File: src/design/pkg_kernel.sv
`default_nettype none

package pkg_kernel;

    // ----------------------------------------------------------
    // Widths
    // ----------------------------------------------------------
    localparam int vertex_id_width = 32;
    localparam int result_width    = 64;
    localparam int flags_width     = 32;

    // Link depth used when the top level sets nothing else
    localparam int credit_depth_default = 4;

    // ----------------------------------------------------------
    // Descriptor and link payload
    // ----------------------------------------------------------
    typedef struct packed {
        logic [vertex_id_width-1:0] base_vertex;
        logic [vertex_id_width-1:0] vertex_count;
        // Bit 0 selects byte order
        logic [flags_width-1:0]     flags;
    } kernel_descriptor;

    // One vertex per beat
    typedef struct packed {
        logic [vertex_id_width-1:0] id;
        logic                       last;
    } vertex_item;

    // ----------------------------------------------------------
    // User-managed handshake states
    // ----------------------------------------------------------
    typedef enum logic [2:0] {
        state_reset,
        state_idle,
        state_setup,
        state_ready,
        state_start,
        state_busy,
        state_done
    } control_state;

endpackage : pkg_kernel

`default_nettype wire

File: src/design/credit_link_if.sv
`timescale 1ns/100ps
`default_nettype none

interface credit_link_if #(
    parameter type payload_t = logic
);

    // Beat qualifier, only driven with a credit in hand
    logic     valid;
    payload_t payload;
    // Pulse per receiver slot freed
    logic     credit_return;
    // Sender idle with every credit home
    logic     setup_ready;

    modport sender (
        output valid,
        output payload,
        output setup_ready,
        input  credit_return
    );

    modport receiver (
        input  valid,
        input  payload,
        input  setup_ready,
        output credit_return
    );

endinterface : credit_link_if

`default_nettype wire

File: src/design/kernel_control.sv
`timescale 1ns/100ps
`default_nettype none

module kernel_control (
    input  logic                         ap_clk,
    input  logic                         areset_control,
    input  logic                         ap_start,
    input  pkg_kernel::kernel_descriptor descriptor_in,
    input  logic                         cu_setup,
    input  logic                         cu_done,
    output logic                         ap_ready,
    output logic                         ap_done,
    output logic                         ap_idle,
    output pkg_kernel::kernel_descriptor descriptor_out,
    output logic                         descriptor_valid,
    output logic                         endian
);

    import pkg_kernel::*;

    control_state current_state;
    control_state next_state;

    // Input stage
    logic             ap_start_reg;
    logic             cu_setup_reg;
    logic             cu_done_reg;
    kernel_descriptor descriptor_in_reg;

    // Done of the previous job lingers until the pipeline clears it
    logic done_armed;

    // First output stage
    logic ap_ready_reg;
    logic ap_done_reg;
    logic ap_idle_reg;
    logic descriptor_valid_reg;
    logic endian_reg;

    // ----------------------------------------------------------
    // Input registers
    // ----------------------------------------------------------
    always_ff @(posedge ap_clk) begin
        if (areset_control) begin
            ap_start_reg <= 1'b0;
            cu_setup_reg <= 1'b0;
            cu_done_reg  <= 1'b0;
        end else begin
            ap_start_reg <= ap_start;
            cu_setup_reg <= cu_setup;
            cu_done_reg  <= cu_done;
        end
    end

    // Second descriptor stage loads only when a job is accepted
    always_ff @(posedge ap_clk) begin
        descriptor_in_reg <= descriptor_in;
        if (ap_start_reg && (current_state == state_setup || current_state == state_done)) begin
            descriptor_out <= descriptor_in_reg;
        end
    end

    // Armed once done is seen low during busy
    always_ff @(posedge ap_clk) begin
        if (areset_control) begin
            done_armed <= 1'b0;
        end else if (current_state == state_start) begin
            done_armed <= 1'b0;
        end else if (current_state == state_busy && !cu_done_reg) begin
            done_armed <= 1'b1;
        end
    end

    // ----------------------------------------------------------
    // Handshake FSM
    // ----------------------------------------------------------
    always_ff @(posedge ap_clk) begin
        if (areset_control) begin
            current_state <= state_reset;
        end else begin
            current_state <= next_state;
        end
    end

    always_comb begin
        next_state = current_state;
        case (current_state)
            state_reset: next_state = state_idle;
            state_idle:  next_state = state_setup;
            // Wait for the host
            state_setup: if (ap_start_reg) next_state = state_ready;
            // Wait for all issue credits to come home
            state_ready: if (cu_setup_reg) next_state = state_start;
            state_start: next_state = state_busy;
            state_busy:  if (cu_done_reg && done_armed) next_state = state_done;
            state_done:  if (ap_start_reg) next_state = state_ready;
            default:     next_state = state_reset;
        endcase
    end

    // ----------------------------------------------------------
    // Status outputs, two register stages
    // ----------------------------------------------------------
    always_ff @(posedge ap_clk) begin
        if (areset_control) begin
            ap_ready_reg         <= 1'b0;
            ap_done_reg          <= 1'b0;
            ap_idle_reg          <= 1'b1;
            descriptor_valid_reg <= 1'b0;
            endian_reg           <= 1'b0;
        end else begin
            ap_ready_reg         <= (current_state == state_ready);
            ap_done_reg          <= (current_state == state_done);
            ap_idle_reg          <= (current_state == state_reset) ||
                                    (current_state == state_idle)  ||
                                    (current_state == state_setup) ||
                                    (current_state == state_done);
            // Descriptor published in start and busy
            descriptor_valid_reg <= (current_state == state_start) ||
                                    (current_state == state_busy);
            endian_reg           <= ((current_state == state_start) ||
                                     (current_state == state_busy)) && descriptor_out.flags[0];
        end
    end

    always_ff @(posedge ap_clk) begin
        if (areset_control) begin
            ap_ready         <= 1'b0;
            ap_done          <= 1'b0;
            ap_idle          <= 1'b1;
            descriptor_valid <= 1'b0;
            endian           <= 1'b0;
        end else begin
            ap_ready         <= ap_ready_reg;
            ap_done          <= ap_done_reg;
            ap_idle          <= ap_idle_reg;
            descriptor_valid <= descriptor_valid_reg;
            endian           <= endian_reg;
        end
    end

endmodule : kernel_control

`default_nettype wire

File: src/design/vertex_issue.sv
`timescale 1ns/100ps
`default_nettype none

module vertex_issue #(
    parameter int credit_depth = pkg_kernel::credit_depth_default
) (
    input  logic                         ap_clk,
    input  logic                         areset_control,
    input  pkg_kernel::kernel_descriptor descriptor,
    input  logic                         descriptor_valid,
    output logic                         cu_setup,
    credit_link_if.sender                link
);

    import pkg_kernel::*;

    localparam int count_width = $clog2(credit_depth + 1);

    logic                       descriptor_valid_q;
    logic                       job_load;
    logic                       active;
    logic                       send;
    logic [vertex_id_width-1:0] next_id;
    logic [vertex_id_width-1:0] remaining;
    logic [count_width-1:0]     credits;

    // New job on the rising edge of descriptor_valid
    assign job_load = descriptor_valid && !descriptor_valid_q;
    // One id per cycle, only with a free slot downstream
    assign send = active && (credits != '0);

    always_ff @(posedge ap_clk) begin
        if (areset_control) begin
            descriptor_valid_q <= 1'b0;
            active             <= 1'b0;
            link.valid         <= 1'b0;
        end else begin
            descriptor_valid_q <= descriptor_valid;
            link.valid         <= send;
            if (job_load) begin
                active <= 1'b1;
            end else if (send && remaining == vertex_id_width'(1)) begin
                active <= 1'b0;
            end
        end
    end

    // Range walk and outgoing beat
    always_ff @(posedge ap_clk) begin
        if (job_load) begin
            next_id   <= descriptor.base_vertex;
            remaining <= descriptor.vertex_count;
        end else if (send) begin
            next_id   <= next_id + 1'b1;
            remaining <= remaining - 1'b1;
        end
        if (send) begin
            link.payload <= vertex_item'{id: next_id, last: (remaining == vertex_id_width'(1))};
        end
    end

    // Credit counter, down per beat and up per return
    always_ff @(posedge ap_clk) begin
        if (areset_control) begin
            credits <= count_width'(credit_depth);
        end else begin
            credits <= credits - count_width'(send) + count_width'(link.credit_return);
        end
    end

    assign link.setup_ready = (credits == count_width'(credit_depth)) && !active;
    assign cu_setup         = link.setup_ready;

endmodule : vertex_issue

`default_nettype wire

File: src/design/vertex_transform.sv
`timescale 1ns/100ps
`default_nettype none

module vertex_transform #(
    parameter int credit_depth = pkg_kernel::credit_depth_default
) (
    input  logic            ap_clk,
    input  logic            areset_control,
    input  logic            endian,
    credit_link_if.receiver link_in,
    credit_link_if.sender   link_out
);

    import pkg_kernel::*;

    localparam int count_width = $clog2(credit_depth + 1);
    localparam int ptr_width   = (credit_depth > 1) ? $clog2(credit_depth) : 1;
    localparam logic [ptr_width-1:0] ptr_last = ptr_width'(credit_depth - 1);

    vertex_item             buffer [credit_depth];
    vertex_item             head;
    logic [ptr_width-1:0]   wr_ptr;
    logic [ptr_width-1:0]   rd_ptr;
    logic [count_width-1:0] fill;
    logic [count_width-1:0] credits;
    logic                   pop;

    // Reverse byte order of an id
    function automatic logic [vertex_id_width-1:0] byte_swap(
        input logic [vertex_id_width-1:0] value
    );
        logic [vertex_id_width-1:0] swapped;
        for (int i = 0; i < vertex_id_width / 8; i++) begin
            swapped[8*i +: 8] = value[vertex_id_width - 8*(i + 1) +: 8];
        end
        return swapped;
    endfunction

    assign head = buffer[rd_ptr];
    // Forward only with a downstream credit
    assign pop  = (fill != '0) && (credits != '0);

    // ----------------------------------------------------------
    // Receive FIFO
    // ----------------------------------------------------------
    always_ff @(posedge ap_clk) begin
        if (link_in.valid) begin
            buffer[wr_ptr] <= link_in.payload;
        end
    end

    always_ff @(posedge ap_clk) begin
        if (areset_control) begin
            wr_ptr  <= '0;
            rd_ptr  <= '0;
            fill    <= '0;
            credits <= count_width'(credit_depth);
        end else begin
            if (link_in.valid) wr_ptr <= (wr_ptr == ptr_last) ? '0 : wr_ptr + 1'b1;
            if (pop) rd_ptr <= (rd_ptr == ptr_last) ? '0 : rd_ptr + 1'b1;
            fill    <= fill + count_width'(link_in.valid) - count_width'(pop);
            credits <= credits - count_width'(pop) + count_width'(link_out.credit_return);
        end
    end

    // ----------------------------------------------------------
    // Registered output and credit return
    // ----------------------------------------------------------
    always_ff @(posedge ap_clk) begin
        if (areset_control) begin
            link_out.valid        <= 1'b0;
            link_in.credit_return <= 1'b0;
        end else begin
            link_out.valid        <= pop;
            link_in.credit_return <= pop;
        end
    end

    always_ff @(posedge ap_clk) begin
        if (pop) begin
            link_out.payload <= vertex_item'{id: endian ? byte_swap(head.id) : head.id,
                                             last: head.last};
        end
    end

    assign link_out.setup_ready = (credits == count_width'(credit_depth)) && (fill == '0);

endmodule : vertex_transform

`default_nettype wire

File: src/design/result_accumulate.sv
`timescale 1ns/100ps
`default_nettype none

module result_accumulate #(
    parameter int credit_depth = pkg_kernel::credit_depth_default
) (
    input  logic                              ap_clk,
    input  logic                              areset_control,
    input  logic                              descriptor_valid,
    credit_link_if.receiver                   link_in,
    output logic [pkg_kernel::result_width-1:0] result,
    output logic                              cu_done
);

    import pkg_kernel::*;

    localparam int count_width = $clog2(credit_depth + 1);
    localparam int ptr_width   = (credit_depth > 1) ? $clog2(credit_depth) : 1;
    localparam logic [ptr_width-1:0] ptr_last = ptr_width'(credit_depth - 1);

    vertex_item             buffer [credit_depth];
    vertex_item             head;
    logic [ptr_width-1:0]   wr_ptr;
    logic [ptr_width-1:0]   rd_ptr;
    logic [count_width-1:0] fill;
    logic                   pop;
    logic                   descriptor_valid_q;

    assign head = buffer[rd_ptr];
    // Drain one item every cycle
    assign pop  = (fill != '0);

    always_ff @(posedge ap_clk) begin
        if (link_in.valid) begin
            buffer[wr_ptr] <= link_in.payload;
        end
    end

    always_ff @(posedge ap_clk) begin
        if (areset_control) begin
            wr_ptr                <= '0;
            rd_ptr                <= '0;
            fill                  <= '0;
            link_in.credit_return <= 1'b0;
            descriptor_valid_q    <= 1'b0;
            result                <= '0;
            cu_done               <= 1'b0;
        end else begin
            if (link_in.valid) wr_ptr <= (wr_ptr == ptr_last) ? '0 : wr_ptr + 1'b1;
            if (pop) rd_ptr <= (rd_ptr == ptr_last) ? '0 : rd_ptr + 1'b1;
            fill                  <= fill + count_width'(link_in.valid) - count_width'(pop);
            link_in.credit_return <= pop;
            descriptor_valid_q    <= descriptor_valid;
            // Fresh job clears the sum and done
            if (descriptor_valid && !descriptor_valid_q) begin
                result  <= '0;
                cu_done <= 1'b0;
            end else if (pop) begin
                result <= result + result_width'(head.id);
                if (head.last) cu_done <= 1'b1;
            end
        end
    end

endmodule : result_accumulate

`default_nettype wire

File: src/design/graph_kernel_top.sv
`timescale 1ns/100ps
`default_nettype none

module graph_kernel_top #(
    parameter int credit_depth = pkg_kernel::credit_depth_default
) (
    input  logic                                   ap_clk,
    input  logic                                   areset_control,
    input  logic                                   ap_start,
    input  logic [pkg_kernel::vertex_id_width-1:0] base_vertex,
    input  logic [pkg_kernel::vertex_id_width-1:0] vertex_count,
    input  logic [pkg_kernel::flags_width-1:0]     flags,
    output logic                                   ap_ready,
    output logic                                   ap_done,
    output logic                                   ap_idle,
    output logic [pkg_kernel::result_width-1:0]    result
);

    import pkg_kernel::*;

    kernel_descriptor descriptor_in;
    kernel_descriptor descriptor;
    logic             descriptor_valid;
    logic             endian;
    logic             cu_setup;
    logic             cu_done;

    // Issue to transform, then transform to accumulate
    credit_link_if #(.payload_t(vertex_item)) link_issue ();
    credit_link_if #(.payload_t(vertex_item)) link_xform ();

    assign descriptor_in = '{base_vertex: base_vertex, vertex_count: vertex_count, flags: flags};

    kernel_control kernel_control_i (
        .ap_clk          (ap_clk),
        .areset_control  (areset_control),
        .ap_start        (ap_start),
        .descriptor_in   (descriptor_in),
        .cu_setup        (cu_setup),
        .cu_done         (cu_done),
        .ap_ready        (ap_ready),
        .ap_done         (ap_done),
        .ap_idle         (ap_idle),
        .descriptor_out  (descriptor),
        .descriptor_valid(descriptor_valid),
        .endian          (endian)
    );

    vertex_issue #(.credit_depth(credit_depth)) vertex_issue_i (
        .ap_clk          (ap_clk),
        .areset_control  (areset_control),
        .descriptor      (descriptor),
        .descriptor_valid(descriptor_valid),
        .cu_setup        (cu_setup),
        .link            (link_issue.sender)
    );

    vertex_transform #(.credit_depth(credit_depth)) vertex_transform_i (
        .ap_clk        (ap_clk),
        .areset_control(areset_control),
        .endian        (endian),
        .link_in       (link_issue.receiver),
        .link_out      (link_xform.sender)
    );

    result_accumulate #(.credit_depth(credit_depth)) result_accumulate_i (
        .ap_clk          (ap_clk),
        .areset_control  (areset_control),
        .descriptor_valid(descriptor_valid),
        .link_in         (link_xform.receiver),
        .result          (result),
        .cu_done         (cu_done)
    );

endmodule : graph_kernel_top

`default_nettype wire

File: config.mk
export PLATFORM = sky130hd
export DESIGN_NAME = graph_kernel_top
export DESIGN_NICKNAME = d
export VERILOG_FILES = /design/src/design/pkg_kernel.sv /design/src/design/credit_link_if.sv /design/src/design/kernel_control.sv /design/src/design/vertex_issue.sv /design/src/design/vertex_transform.sv /design/src/design/result_accumulate.sv /design/src/design/graph_kernel_top.sv
export SDC_FILE = /design/constraint.sdc
export NUM_CORES = 1
export LEC_CHECK = 0
export ABC_CLOCK_PERIOD_IN_PS = 16059
export BUFFER_PORTS_ARGS = -buffer_cell sky130_fd_sc_hd__buf_2
export CORE_MARGIN = 3
export CORE_UTILIZATION = 51
export CTS_CLUSTER_DIAMETER = 40
export DETAILED_ROUTE_END_ITERATION = 8
export GPL_TIMING_DRIVEN = 0
export HOLD_SLACK_MARGIN = 0.05
export PLACE_DENSITY = 0.74
export SYNTH_ARGS = -nofsm -noshare
export SYNTH_HDL_FRONTEND = slang
export SYNTH_HIERARCHICAL = 1
export SYNTH_SLANG_ARGS = --single-unit
File: constraint.sdc
create_clock -name ap_clk -period 16.06 [get_ports ap_clk]
set_input_delay 1.606 -clock ap_clk [delete_from_list [all_inputs] [get_ports ap_clk]]
set_output_delay 1.606 -clock ap_clk [all_outputs]
set_load 0.01 [all_outputs]
==> results of run 1 <==
## critical path, cell delays in order, from the launching register on
cell                        delay (ns)
sky130_fd_sc_hd__dfxtp_1          0.31
sky130_fd_sc_hd__clkbuf_1         0.35
sky130_fd_sc_hd__buf_1            0.68
sky130_fd_sc_hd__mux4_2           0.60
sky130_fd_sc_hd__ha_1             0.23
sky130_fd_sc_hd__fa_1             0.42
sky130_fd_sc_hd__a21o_1           0.22
sky130_fd_sc_hd__a311o_1          0.43
sky130_fd_sc_hd__nand4_1          0.15
sky130_fd_sc_hd__nand4_1          0.30
sky130_fd_sc_hd__a2111oi_4        0.61
sky130_fd_sc_hd__buf_4            0.28
sky130_fd_sc_hd__nor3_1           0.08
sky130_fd_sc_hd__xnor2_1          0.15
sky130_fd_sc_hd__nor2_1           0.06
## stage by stage
stage | util [%] | cell area (sq um) | instances | setup WS [ns]
floorplan | - | 26000 | 1894 | 11.96
global placement | 54.7 | 27500 | 2700 | 10.97
detailed placement | 54.8 | 27600 | 2701 | 10.93
CTS | 60.4 | 30400 | 2852 | 10.90
global route | 60.4 | 30400 | 2852 | 10.63
finish | 60.4 | 30400 | 2852 | 11.03
## report_power, final
| group | switching [mW] | total [mW] | internal (mW) | leakage (nW) |
|---|---|---|---|---|
| Sequential | 0.118 | 2.14 | 2.02 | 5.62 |
| Combinational | 0.906 | 1.48 | 0.572 | 3.42 |
| Clock | 0.748 | 1.83 | 1.08 | 1.38 |
| Total | 1.77 | 5.44 | 3.67 | 10.4 |
## layout make-up
type	count	area, sq um	share of cell area [%]
plain buffers	85	438	1.44
flip-flops and latches	636	17300	57.0
clock inverters	58	689	2.27
inverters	37	140	0.461
multi-input cells	1136	8120	26.7
repair buffers	135	691	2.27
well taps	672	841	2.77
clock buffers	93	2130	7.03
## cell usage in the layout (no fill, tap or decap), types with 9 or more instances in the layout
| cell | n |
|---|---|
| sky130_fd_sc_hd__or3_1 | 19 |
| sky130_fd_sc_hd__xor2_1 | 31 |
| sky130_fd_sc_hd__inv_8 | 9 |
| sky130_fd_sc_hd__edfxtp_1 | 459 |
| sky130_fd_sc_hd__mux2_2 | 18 |
| sky130_fd_sc_hd__a21o_1 | 13 |
| sky130_fd_sc_hd__inv_6 | 14 |
| sky130_fd_sc_hd__ha_1 | 51 |
| sky130_fd_sc_hd__nor2b_1 | 22 |
| sky130_fd_sc_hd__xnor2_1 | 42 |
| sky130_fd_sc_hd__or4_1 | 33 |
| sky130_fd_sc_hd__a21oi_1 | 88 |
| sky130_fd_sc_hd__a31oi_1 | 37 |
| sky130_fd_sc_hd__and2_1 | 9 |
| sky130_fd_sc_hd__clkbuf_16 | 83 |
| sky130_fd_sc_hd__clkinv_2 | 10 |
| sky130_fd_sc_hd__nand2_1 | 151 |
| sky130_fd_sc_hd__a221oi_1 | 34 |
| sky130_fd_sc_hd__nor2_1 | 114 |
| sky130_fd_sc_hd__nand3_1 | 46 |
| sky130_fd_sc_hd__dfxtp_1 | 177 |
| sky130_fd_sc_hd__nand4_1 | 30 |
| sky130_fd_sc_hd__inv_1 | 36 |
| sky130_fd_sc_hd__mux4_2 | 34 |
| sky130_fd_sc_hd__mux2_1 | 14 |
| sky130_fd_sc_hd__o21ai_0 | 66 |
| sky130_fd_sc_hd__and3_1 | 13 |
| sky130_fd_sc_hd__nor4_1 | 11 |
| sky130_fd_sc_hd__buf_2 | 146 |
| sky130_fd_sc_hd__o31ai_1 | 26 |
| sky130_fd_sc_hd__o22ai_1 | 33 |
| sky130_fd_sc_hd__and4_1 | 9 |
| sky130_fd_sc_hd__clkbuf_1 | 61 |
| sky130_fd_sc_hd__nor3_1 | 26 |
| sky130_fd_sc_hd__nand2b_1 | 9 |
| sky130_fd_sc_hd__mux2i_1 | 37 |
## worst max path at each step
stage | from | endpoint | cells past startpoint
CTS | register | result_accumulate_i/result[60] | 14
global route | register | result_accumulate_i/result[34] | 14
detailed placement | register | result_accumulate_i/result[60] | 14
floorplan | register | result_accumulate_i/result[44] | 14
finish | register | result_accumulate_i/result[60] | 14
global placement | register | result_accumulate_i/result[34] | 14
## layer usage
| layer | vias up | share of wire (%) |
|---|---|---|
| met5 | - | 0 |
| met4 | 0 | 3.4 |
| met3 | 149 | 6.3 |
| met2 | 665 | 49 |
| met1 | 7983 | 41 |
| li1 | 7753 | - |
==> flow_summary.yaml, run 1 <==
outcome:
  run_status: "completed"
floorplanning:
  die_height_microns: 232
  initial_utilization_pct: 51.7
  fp-row-count: 82
  design.core.area_sq_um: 50300
  pin_count: 166
  die_area_sq_um: 53700
  dieWidth_microns: 232
setup_path:
  arrival_ns: 5.50
  worstPathRequired_ns: 16.54
  path_max_fanout: 10
  r2r.worst_path.cells: 14
  startpoint_type: "register"
  critical_path_class: "reg2reg"
  reg2reg_setup_slack_ns: 11.03
  rr_endpoint: "result_accumulate_i/result[60]"
  endpoint_class_of_the_critical_path: "register"
global_route:
  wire_length_of_the_first_global_routing_pass_microns: 88500
  first_global_vias: 16300
  grt_overflow_total: 0
  gr-usage-all-layers_pct: 20.9
  grt_most_used_layer: "met2"
  antenna_found_initial: 1
  global_route.usage.met1_pct: 26.7
  gr-usage-met2_pct: 35.7
  grt.met3_usage_pct: 3.94
  grt_max_degree: 65
drt:
  routed_wirelength_microns: 56100
  tritonroute_pass_1_iters: 6
  detail-route-antenna-nets: 0
  routedWlPerCell_microns: 19.7
  first_iter_violations: 1598
  dr_total_vias: 16600
  remaining_drc_errors: 0
  vias_per_cell: 5.80
final_layout:
  area_growth_from_synthesis_to_layout_pct: 16.8
  largest_registers: "result_accumulate_i/buffer: 132 flops, vertex_transform_i/buffer: 132 flops"
  layout.filler_cells: 3859
  antennaDiodeCount: 0
  layout-drive-gt1-share_pct: 18.5
  nets: 2268
pwr:
  vdd.ir_drop.worst_mv: 0.126
  power.total_mw: 5.44
  power_per_cell_area_nw_per_um2: 179
  leakage_nw: 10.4
sta:
  finalClockSkew_ns: 0.0393
  transition_time_at_the_pin_with_the_least_slew_margin_ns: 1.23
  max_freq_ghz: 0.199
  min_period_ns: 5.03
  report.final.slew_viol_count: 0
  fin_worst_hold_slack_ns: 0.394
  rsz0062_at_grt: "false"
  timing.final.setup_violations: 0
  setup_total_negative_slack_ns: 0
  timing.final.crit_share_pct: 31.3
  timing.final.hold_violations: 0
  headroom_to_the_max_slew_limit_pct: 18.2
clocking:
  clk_pin_slew_worst_paths_ns: 0.06
  tritoncts: "done"
  cts_max_path_buffers: 3
  postCtsSetupBuffers: 0
  insertion_delay_ns: 0.63
  ctsHtreeMaxLevel: 3
  cts_inserted_buffers: 82
  ctsRootBufferMaster: "sky130_fd_sc_hd__clkbuf_16"
  cts_hold_buffers: 0
  tritoncts_num_sinks: 636
  cts_repair_resize_count: 0
synth:
  instance_count_of_the_mapped_netlist: 1894
  yosys_warnings: 6
  post_synth_instance_area_sq_um: 26000
  synth_area_per_cell_sq_um: 13.7
  syn_nets: 2049
worst_hold_path:
  worstHoldStart: "kernel_control_i/descriptor_in_reg[55]"
  hold-path-cell-count: 0
  min_delay_worst_endpoint: "kernel_control_i/descriptor_out[55]"
  hp_class: "reg2reg"
placement:
  routabilityCongestion: 0.932
  port_buffers: 134
  detailedPlacementHpwl_microns: 38100
job:
  drv_cap: 0
Power figures use the tool's default switching activity.
==> run 2, diff against run 1 <==
ABC_CLOCK_PERIOD_IN_PS = 5100   (was 16059)
clock period = 5.1 ns   (was 16.06 ns; I/O delays follow)
==> flow_summary.yaml, run 2 (synthesis results as in run 1) <==
outcome:
  run_status: "completed"
floorplanning:
  dieWidth_microns: 232
  fp-row-count: 82
  design.core.area_sq_um: 50300
  pin_count: 166
  initial_utilization_pct: 51.7
  die_height_microns: 232
  die_area_sq_um: 53700
final_layout:
  layout-drive-gt1-share_pct: 18.1
  nets: 2333
  antennaDiodeCount: 0
  layout_commonest_cell: "sky130_fd_sc_hd__edfxtp_1"
  largest_registers: "result_accumulate_i/buffer: 132 flops, vertex_transform_i/buffer: 132 flops"
  layout.filler_cells: 3759
  layout.cells.most_common_list: "sky130_fd_sc_hd__edfxtp_1, sky130_fd_sc_hd__dfxtp_1, sky130_fd_sc_hd__nand2_1, sky130_fd_sc_hd__buf_2, sky130_fd_sc_hd__nor2_1"
  area_growth_from_synthesis_to_layout_pct: 19.4
  number_of_standard_cells_in_the_layout_taps_in_and_fillers_out: 2917
setup_path:
  rr_endpoint: "result_accumulate_i/result[60]"
  crit_path_top_delay_cell: "sky130_fd_sc_hd__a2111oi_4"
  endpoint_class_of_the_critical_path: "register"
  arrival_ns: 5.15
  worstPathRequired_ns: 5.58
  critical-path-top-delay-family: "compound AO/OA/AOI/OAI gates"
  startpoint_type: "register"
  path_max_fanout: 10
  crit_path_max_incr_delay_ns: 0.60
  r2r.worst_path.cells: 14
  critical_path_class: "reg2reg"
  reg2reg_setup_slack_ns: 0.43
  worst-path-buf-inv: 3
  most_frequent_cell_on_critical_path: "sky130_fd_sc_hd__nand4_1"
  critical_path_cell_by_cell: "clkbuf_1, buf_2, mux4_2, ha_1, fa_1, a21o_1, a311o_1, nand4_1, nand4_1, a2111oi_4, buf_4, nor3_1, xnor2_1, nor2_1"
worst_hold_path:
  worstHoldStart: "ap_start"
  hold-path-cell-count: 2
  hp_class: "in2reg"
  min_delay_worst_endpoint: "kernel_control_i/ap_start_reg"
sta:
  report.final.slew_viol_count: 0
  headroom_to_the_max_slew_limit_pct: 19.4
  min_period_ns: 4.67
  transition_time_at_the_pin_with_the_least_slew_margin_ns: 1.21
  rsz0062_at_grt: "false"
  timing.final.setup_violations: 0
  max_freq_ghz: 0.214
  fin_worst_hold_slack_ns: 0.101
  timing.final.hold_violations: 0
  finalClockSkew_ns: 0.0395
  timing.final.crit_share_pct: 91.6
pwr:
  leakage_nw: 10.7
  vdd.ir_drop.worst_mv: 0.406
  power_per_cell_area_nw_per_um2: 554
job:
  drv_cap: 0
drt:
  vias_per_cell: 5.76
  remaining_drc_errors: 0
  tritonroute_pass_1_iters: 6
  dr_total_vias: 16800
  routed_wirelength_microns: 57900
  first_iter_violations: 1628
  routedWlPerCell_microns: 19.9
  detail-route-antenna-nets: 0
global_route:
  wire_length_of_the_first_global_routing_pass_microns: 91000
  grt_max_degree: 65
  grt_overflow_total: 0
  antenna_found_initial: 1
  gr-usage-all-layers_pct: 21.6
  first_global_vias: 16800
clocking:
  clk_pin_slew_worst_paths_ns: 0.06
  insertion_delay_ns: 0.63
  postCtsSetupBuffers: 0
  tritoncts: "done"
  cts_max_path_buffers: 3
  ctsRootBufferMaster: "sky130_fd_sc_hd__clkbuf_16"
  ctsHtreeMaxLevel: 3
  tritoncts_num_sinks: 636
  cts_inserted_buffers: 82
placement:
  placedCellCount: 2701
  routabilityCongestion: 0.932
  port_buffers: 134
  detailedPlacementHpwl_microns: 38100
## run 2: cell types whose count changed in the layout (fill, tap and decap cells not counted), sizes merged
cell and change:
dlygate4sd3 +65, buf -2, clkbuf +2
## run 2: worst reg2reg max path: stages, from the launching register on
cell	delay, ns
sky130_fd_sc_hd__dfxtp_1	0.31
sky130_fd_sc_hd__clkbuf_1	0.34
sky130_fd_sc_hd__buf_2	0.41
sky130_fd_sc_hd__mux4_2	0.56
sky130_fd_sc_hd__ha_1	0.23
sky130_fd_sc_hd__fa_1	0.42
sky130_fd_sc_hd__a21o_1	0.22
sky130_fd_sc_hd__a311o_1	0.43
sky130_fd_sc_hd__nand4_1	0.15
sky130_fd_sc_hd__nand4_1	0.30
sky130_fd_sc_hd__a2111oi_4	0.60
sky130_fd_sc_hd__buf_4	0.28
sky130_fd_sc_hd__nor3_1	0.09
sky130_fd_sc_hd__xnor2_1	0.15
sky130_fd_sc_hd__nor2_1	0.06
## run 2: how the worst max path moves through the flow
stage	to	start	cells after the start	slack, ns
2_1_floorplan	result_accumulate_i/result[44]	register	14	1.0
3_3_place_gp	result_accumulate_i/result[34]	register	14	0.006
3_5_place_dp	result_accumulate_i/result[60]	register	14	-0.03
4_1_cts	result_accumulate_i/result[60]	register	14	0.17
5_1_grt	result_accumulate_i/result[34]	register	14	0.05
6_report	result_accumulate_i/result[60]	register	14	0.43
## run 2: per-layer routing
layer / vias to the layer above / GRT usage (%) / part of all wire (%)
li1: 7873 / - / -
met1: 8100 / 27.2 / 41
met2: 672 / 37.4 / 50
met3: 145 / 4.04 / 5.8
met4: 0 / 7.61 / 3.2
met5: - / 0 / 0
## run 2: power breakdown
group,switching [mW],internal (mW),total (mW),leakage (nW)
Sequential,0.374,6.35,6.73,5.62
Clock,2.37,3.40,5.77,1.38
Combinational,2.86,1.84,4.70,3.71
## run 2: layout make-up
class	instances	area (sq um)	share of cell area [%]
flip-flops and latches	636	17300	55.8
multi-input cells	1136	8120	26.2
clock buffers	93	2130	6.88
repair buffers	200	1340	4.32
well taps	672	841	2.71
clock inverters	58	689	2.22
plain buffers	85	442	1.42
inverters	37	140	0.452
## run 2: what timing repair did
| item | CTS | global route |
|---|---|---|
| hold endpoints to repair | 65 | 0 |
| endpoints found under the setup margin | 8 | 9 |
| gates cloned | 0 | 0 |
| gates resized for setup | 2 | 6 |
| hold buffers | 65 | 0 |
## run 2: metrics by stage
stage / power [mW] / worst slack, ns / utilization (%) / area (sq um) / TNS, ns
finish: 17.2 / 0.427 / 61.7 / 31000 / 0
global route: 18.1 / 0.0473 / 61.7 / 31000 / 0
CTS: 17.3 / 0.168 / 61.7 / 31000 / 0
detailed placement: 11.4 / -0.0251 / 54.8 / 27600 / -0.0718
global placement: 11.3 / 0.00636 / 54.7 / 27500 / 0
floorplan: 10.1 / 0.996 / - / 26000 / 0
